$ cat src/bpu_cfg_pkg.sv
`default_nettype none

package bpu_cfg_pkg;

    localparam int xlen = 32;               // address and instruction width
    localparam int ghist_w = 16;            // global history length

    // bimodal base table, indexed by pc[9:1]
    localparam int bimodal_entries = 512;
    localparam int bimodal_idx_w = 9;
    localparam int bm_idx_lsb = 1;

    // tagged tables T0 and T1
    localparam int num_tagged = 2;
    localparam int tagged_entries = 256;
    localparam int tagged_idx_w = 8;
    localparam int tag_w = 10;
    localparam int partial_tag_bits = 6;    // upper tag bits compared on lookup
    localparam int tag_pc_lsb = 8;          // tag hashes pc[17:8]

    // btb, index pc[9:2], tag is the top of the pc
    localparam int btb_entries = 256;
    localparam int btb_idx_w = 8;
    localparam int btb_idx_lsb = 2;
    localparam int btb_tag_w = 22;

    localparam int ras_depth = 16;
    localparam int ras_ptr_w = 5;           // one extra bit so a full stack fits

    // 2-bit saturating counter values
    localparam logic [1:0] ctr_strong_nt = 2'b00;
    localparam logic [1:0] ctr_weak_nt = 2'b01;
    localparam logic [1:0] ctr_weak_t = 2'b10;
    localparam logic [1:0] ctr_strong_t = 2'b11;

    // instruction fields
    localparam int opcode_w = 7;
    localparam int reg_w = 5;
    localparam int rd_lsb = 7;
    localparam int rs1_lsb = 15;
    localparam int imm_i_lsb = 20;

    localparam logic [opcode_w-1:0] opc_branch = 7'b1100011;
    localparam logic [opcode_w-1:0] opc_jal = 7'b1101111;
    localparam logic [opcode_w-1:0] opc_jalr = 7'b1100111;

    localparam logic [reg_w-1:0] reg_zero = 5'd0;
    localparam logic [reg_w-1:0] reg_ra = 5'd1;    // x1, link register
    localparam logic [reg_w-1:0] reg_t0 = 5'd5;    // x5, alternate link

endpackage

`default_nettype wire

$ cat src/bpu_types_pkg.sv
`default_nettype none

package bpu_types_pkg;

    typedef enum logic [bpu_cfg_pkg::opcode_w-1:0] {
        op_other = 7'b0000000,
        op_branch = bpu_cfg_pkg::opc_branch,
        op_jal = bpu_cfg_pkg::opc_jal,
        op_jalr = bpu_cfg_pkg::opc_jalr
    } opcode_e;

    // which component produced the direction
    typedef enum logic [1:0] {
        prov_base = 2'd0,
        prov_t0 = 2'd1,
        prov_t1 = 2'd2
    } provider_e;

    typedef struct packed {
        logic [bpu_cfg_pkg::xlen-1:0] pc;
        logic [bpu_cfg_pkg::xlen-1:0] inst;
    } fetch_req_t;

    // feedback from execute
    typedef struct packed {
        logic                            valid;
        logic                            taken;
        logic                            correct;   // prediction matched outcome
        logic [bpu_cfg_pkg::xlen-1:0]    pc;
        logic [bpu_cfg_pkg::xlen-1:0]    target;
        logic [bpu_cfg_pkg::xlen-1:0]    inst;
        logic [bpu_cfg_pkg::ghist_w-1:0] history;   // snapshot taken at predict time
        provider_e                       provider;
    } resolve_t;

    typedef struct packed {
        logic      taken;
        provider_e provider;
    } dir_pred_t;

    typedef struct packed {
        logic                         btb_hit;
        logic [bpu_cfg_pkg::xlen-1:0] btb_target;
        logic                         ras_valid;
        logic [bpu_cfg_pkg::xlen-1:0] ras_target;
    } tgt_pred_t;

    typedef struct packed {
        logic                            is_cf;     // control flow instruction
        logic                            taken;
        logic [bpu_cfg_pkg::xlen-1:0]    next_pc;
        provider_e                       provider;
        logic [bpu_cfg_pkg::ghist_w-1:0] history;
    } pred_t;

endpackage

`default_nettype wire

$ cat src/pred_select.sv
`timescale 1ns/1ps
`default_nettype none

module pred_select (
    input  wire bpu_types_pkg::fetch_req_t          fetch_i,
    input  wire bpu_types_pkg::dir_pred_t           dir_i,
    input  wire bpu_types_pkg::tgt_pred_t           tgt_i,
    input  wire [bpu_cfg_pkg::ghist_w-1:0]          history_i,
    output bpu_types_pkg::pred_t                    pred_o
);
    import bpu_cfg_pkg::*;
    import bpu_types_pkg::*;

    opcode_e          opc;
    logic [reg_w-1:0] rd;
    logic [reg_w-1:0] rs1;
    logic             is_ret;
    logic [xlen-1:0]  b_off;
    logic [xlen-1:0]  j_off;
    logic [xlen-1:0]  seq_pc;

    always_comb begin
        case (fetch_i.inst[opcode_w-1:0])
            op_branch: opc = op_branch;
            op_jal:    opc = op_jal;
            op_jalr:   opc = op_jalr;
            default:   opc = op_other;
        endcase
    end

    assign rd = fetch_i.inst[rd_lsb +: reg_w];
    assign rs1 = fetch_i.inst[rs1_lsb +: reg_w];

    // jalr x0, 0(ra) or 0(t0)
    assign is_ret = (opc == op_jalr) && (rd == reg_zero) &&
                    (rs1 == reg_ra || rs1 == reg_t0) &&
                    (fetch_i.inst[xlen-1:imm_i_lsb] == '0);

    // b-type and j-type offsets, sign extended
    assign b_off = {{20{fetch_i.inst[31]}}, fetch_i.inst[7], fetch_i.inst[30:25],
                    fetch_i.inst[11:8], 1'b0};
    assign j_off = {{12{fetch_i.inst[31]}}, fetch_i.inst[19:12], fetch_i.inst[20],
                    fetch_i.inst[30:21], 1'b0};

    assign seq_pc = fetch_i.pc + 32'd4;

    always_comb begin
        pred_o.is_cf = (opc != op_other);
        pred_o.taken = 1'b0;
        pred_o.next_pc = seq_pc;
        pred_o.provider = dir_i.provider;
        pred_o.history = history_i;

        case (opc)
            op_jalr: begin
                if (is_ret) begin
                    pred_o.taken = tgt_i.ras_valid;     // empty stack falls through
                    if (tgt_i.ras_valid) begin
                        pred_o.next_pc = tgt_i.ras_target;
                    end
                end else if (tgt_i.btb_hit) begin
                    pred_o.taken = 1'b1;
                    pred_o.next_pc = tgt_i.btb_target;
                end
            end
            op_jal: begin
                pred_o.taken = 1'b1;
                pred_o.next_pc = tgt_i.btb_hit ? tgt_i.btb_target : fetch_i.pc + j_off;
            end
            op_branch: begin
                pred_o.taken = dir_i.taken;
                if (dir_i.taken) begin
                    pred_o.next_pc = tgt_i.btb_hit ? tgt_i.btb_target : fetch_i.pc + b_off;
                end
            end
            default: begin
                pred_o.taken = 1'b0;    // sequential
            end
        endcase
    end

endmodule

`default_nettype wire

$ cat config.mk
export PLATFORM = sky130hd
export DESIGN_NAME = pred_select
export DESIGN_NICKNAME = d
export VERILOG_FILES = /design/src/bpu_cfg_pkg.sv /design/src/bpu_types_pkg.sv /design/src/pred_select.sv
export SDC_FILE = /design/constraint.sdc
export NUM_CORES = 1
export LEC_CHECK = 0
export BUFFER_PORTS_ARGS = -buffer_cell sky130_fd_sc_hd__buf_2
export CAP_MARGIN = 30
export CORE_MARGIN = 1
export CORE_UTILIZATION = 45
export DETAILED_ROUTE_END_ITERATION = 7
export PLACE_DENSITY = 0.72
export SLEW_MARGIN = 5
export SYNTH_ARGS = -nofsm -noshare
export SYNTH_HDL_FRONTEND = slang
export SYNTH_SLANG_ARGS = --single-unit
$ cat constraint.sdc
create_clock -name vclk -period 6.2
set_clock_uncertainty 0.2 [all_clocks]
set_input_delay 0.62 -clock vclk [all_inputs]
set_output_delay 0.62 -clock vclk [all_outputs]
set_load 0.02 [all_outputs]
# ---- Yosys cells after proc, flatten, opt, wreduce, memory -nomap -nowiden
# Index checks and enable logic that the tools add are counted.
dict set report word_totals {
  latchBits 0
  wordCells 27
  inputBits 149
  romBits 0
  out_inout_bits 52
  mem_count 0
  regBits 0
  ramBits 0
}
dict set report classes {
  bitwise_logic 0
  n_mux 9
  add_sub_neg 3
  div 0
  n_shift 0
  eq_ne 8
  magnitude_cmp 0
  n_mul 0
  reduce_logical 7
}
# operator n
set op_table {}
lappend op_table {{$mux W32} 4}
lappend op_table {{$pmux W32 S3} 1}
lappend op_table {{$mux W33} 2}
lappend op_table {{$add A32 B32 Y32} 2}
lappend op_table {{$eq A7 B7 Y1 const B} 6}
lappend op_table {{$add A32 B3 Y32 const B} 1}
lappend op_table {{$pmux W7 S3} 1}
lappend op_table {{$logic_not A12 Y1} 1}
lappend op_table {{$reduce_bool A7 Y1} 1}
lappend op_table {{$eq A5 B1 Y1 const B} 1}
lappend op_table {{$eq A5 B3 Y1 const B} 1}
lappend op_table {{$logic_not A5 Y1} 1}
lappend op_table {{$logic_and A1 B1 Y1} 3}
lappend op_table {{$pmux W1 S3} 1}
lappend op_table {{$logic_or A1 B1 Y1} 1}

# ---- Depth between registers and ports, before layout
dict set report logic_depth {
  ltp_word 8
  depth_mapped 12
}

# ---- Least setup slack after synthesis
# OpenSTA, ideal clock, no wires.
dict set report synth_path {
  kind {input port to output port}
  startpoint {input port fetch_i[26] in the netlist's numbering}
  endpoint {output port pred_o[35] in the netlist's numbering}
  cell_stages 10
  setup_slack_ns 2.403
  arrival_time_ns 2.977
  path_buffers 1
  required_time_ns 5.380
  path_cell_list {ha_1 > buf_2 > a21o_1 > or3_1 > o22ai_2 > o31ai_1 > or3b_1 > a31oi_1 > a2111oi_0 > nor3_1}
}
# element line
set synth_lines {}
lappend synth_lines {{start: declaration} pred_select.sv:5} ;# input wire bpu_types_pkg::fetch_req_t fetch_i,
lappend synth_lines {{end: declaration} pred_select.sv:9} ;# output bpu_types_pkg::pred_t pred_o

==> metrics <==
max-capacitance violation count 0; cts repair resizes 0; Die Y 113 um; Clock Buffer Count 0; Register Area 0 sq um; hold crit path type input pin to output pin; GR Overflow Total 0; Finish-stage setup viols 0; initial antenna violation count 0; Post-Place Cells 1,119; Final Hold Vio Count 0; Setup Crit Path Kind input pin to output pin; Seq/Total Area, Yosys 0; Setup Buffers After CTS 0; critical path capture point type output pin; CP max stage cell a31o_1; Final ANT Viol Nets 0; Layout Nets around 1,100; CP cell instances buf_2, nor3_1, nand4_2, nor2_4, a31o_1, o211ai_1, a221o_1, nor3b_1, o22ai_1, buf_2; Total Die Area 12,900 sq um; fmax 219 MHz; WL per Instance 21.8 um; first-pass GRT wire length 36,400 um; WL final approximately 24,000 um; pin count of the biggest net entering global routing 40; io pins roughly 200; FFs & Latches 0; Mapped Cells 840; Starting Density 0.464; crit path max fanout 26; Synth warnings 0; final non-filler cell total 1,119; final setup TNS 0 ps; cts hold-fix bufs 0; PwrDens 81.7 nW/um^2; P_leak 2.71 nW; core area 12,100 sq um; Slew @ Worst Pin 983 ps; All-Layer GR Usage 0.362; Top cell by count, worst path buf_2; area grow syn2layout 13.7%; number of diodes 0; minimum clock period about 4600 ps; Cell Rows 40; number of global-route vias before repair 6,706; post-synth net total 1,035; period utilisation layout 0.737; Via Count 7,539; RSZ-0062 raised after global routing no; GP Congestion ~1.0; Slew headroom 0.342; IO Port Bufs 165; DRT iter0 DRCs 1,073; share of cells above drive strength 1 0.231; worst vdd ir 0.0000421 V; Pins Over Slew Limit 0; Cell Area, Synth ~5600 sq um; Multi-input gate area 5130 sq um; status finished clean; vias per std cell 6.74; Residual DRC 0; worst path required time 5380 ps; DIE WIDTH 113 um; Critical Path Max Stage Delay 570 ps; fillers between 1,000 and 1,500; CP Buf/Inv Count 2; WP data arrival 3750 ps; CP delay by family, top simple AND/OR/NAND/NOR gates; Initial DRT Pass Iterations 8; HPWL after DPL ~19,000 um; synth unique cells 88; average size of a mapped cell 6.66 sq um; crit path launch type input pin
## area by class of cell
type	count	area share
inverter	26	0.0154
timing repair buffer	177	0.144
tap	168	0.0331
multi-input combinational	748	0.808
## synthesized netlist by cell type, drive strengths merged, types with 15 or more instances
cell,number,area (sq um)
inv,26,97.6
o21ai,59,307
or3,15,93.8
xor2,21,184
a31oi,19,149
clkbuf,24,90.1
nor2,60,233
a21oi,83,438
nor3,16,85.1
a21o,21,159
xnor2,30,263
nand2,84,318
ha,44,551
nand3,38,195
buf,42,275
## placed cells by master (no fill, tap or decap), types with 14 or more instances in the layout
cell type	instances
buf_2	165
nand2_1	83
a21oi_1	79
nor2_1	59
o21ai_0	53
ha_1	44
nand3_1	37
xnor2_1	30
inv_1	26
xor2_1	21
a21o_1	20
a31oi_1	17
or3_1	15
nor3_1	14
a211oi_1	14
o211ai_1	14
## logic make-up (layout without fill, tap and decap cells)
group,Yosys count,after routing,share of synthesized area
xor gates and xnor gates,51,51,0.0799
and+or+nand+nor,301,301,0.289
AOI/OAI and AO/OA,338,338,0.421
buffers and inverters,92,203,0.0828
muxes,12,12,0.0215
adders and majority gates,46,46,0.106
## path summary, 6_finish.rpt
check           from    endpoint  cells after the start  slack, ps
max      fetch_i[28]  pred_o[33]                     10       1630
min    history_i[11]  pred_o[11]                      0       1040
## layer usage
| metal | global-route usage | up-vias | wire length, um |
|---|---|---|---|
| li1 | - | 3468 | - |
| met1 | 0.494 | 3397 | 9720 |
| met2 | 0.550 | 583 | 9970 |
| met3 | 0.0861 | 91 | 3560 |
| met4 | 0.131 | 0 | 1100 |
| met5 | 0 | - | 0 |
## power breakdown
group | switching, W | internal (W) | total [W]
clock network | 0 | 0 | 0
registers | 0 | 0 | 0
logic | 0.000325 | 0.000195 | 0.000520
## through the flow
stage / total power (W) / hold slack [ps] / worst slack (ps) / instance area (sq um) / utilization
final: 0.000520 / 1040 / 1630 / 6360 / 0.527
after global routing: 0.000559 / 1040 / 1420 / 6360 / 0.527
after CTS: 0.000503 / 1040 / 1660 / 6360 / 0.527
after detailed placement: 0.000500 / 1040 / 1670 / 6360 / 0.527
after global placement: 0.000499 / 1040 / 1750 / 6360 / 0.527
after floorplan: 0.000355 / 1150 / 2400 / 5590 / -
Power figures use the tool's default switching activity.
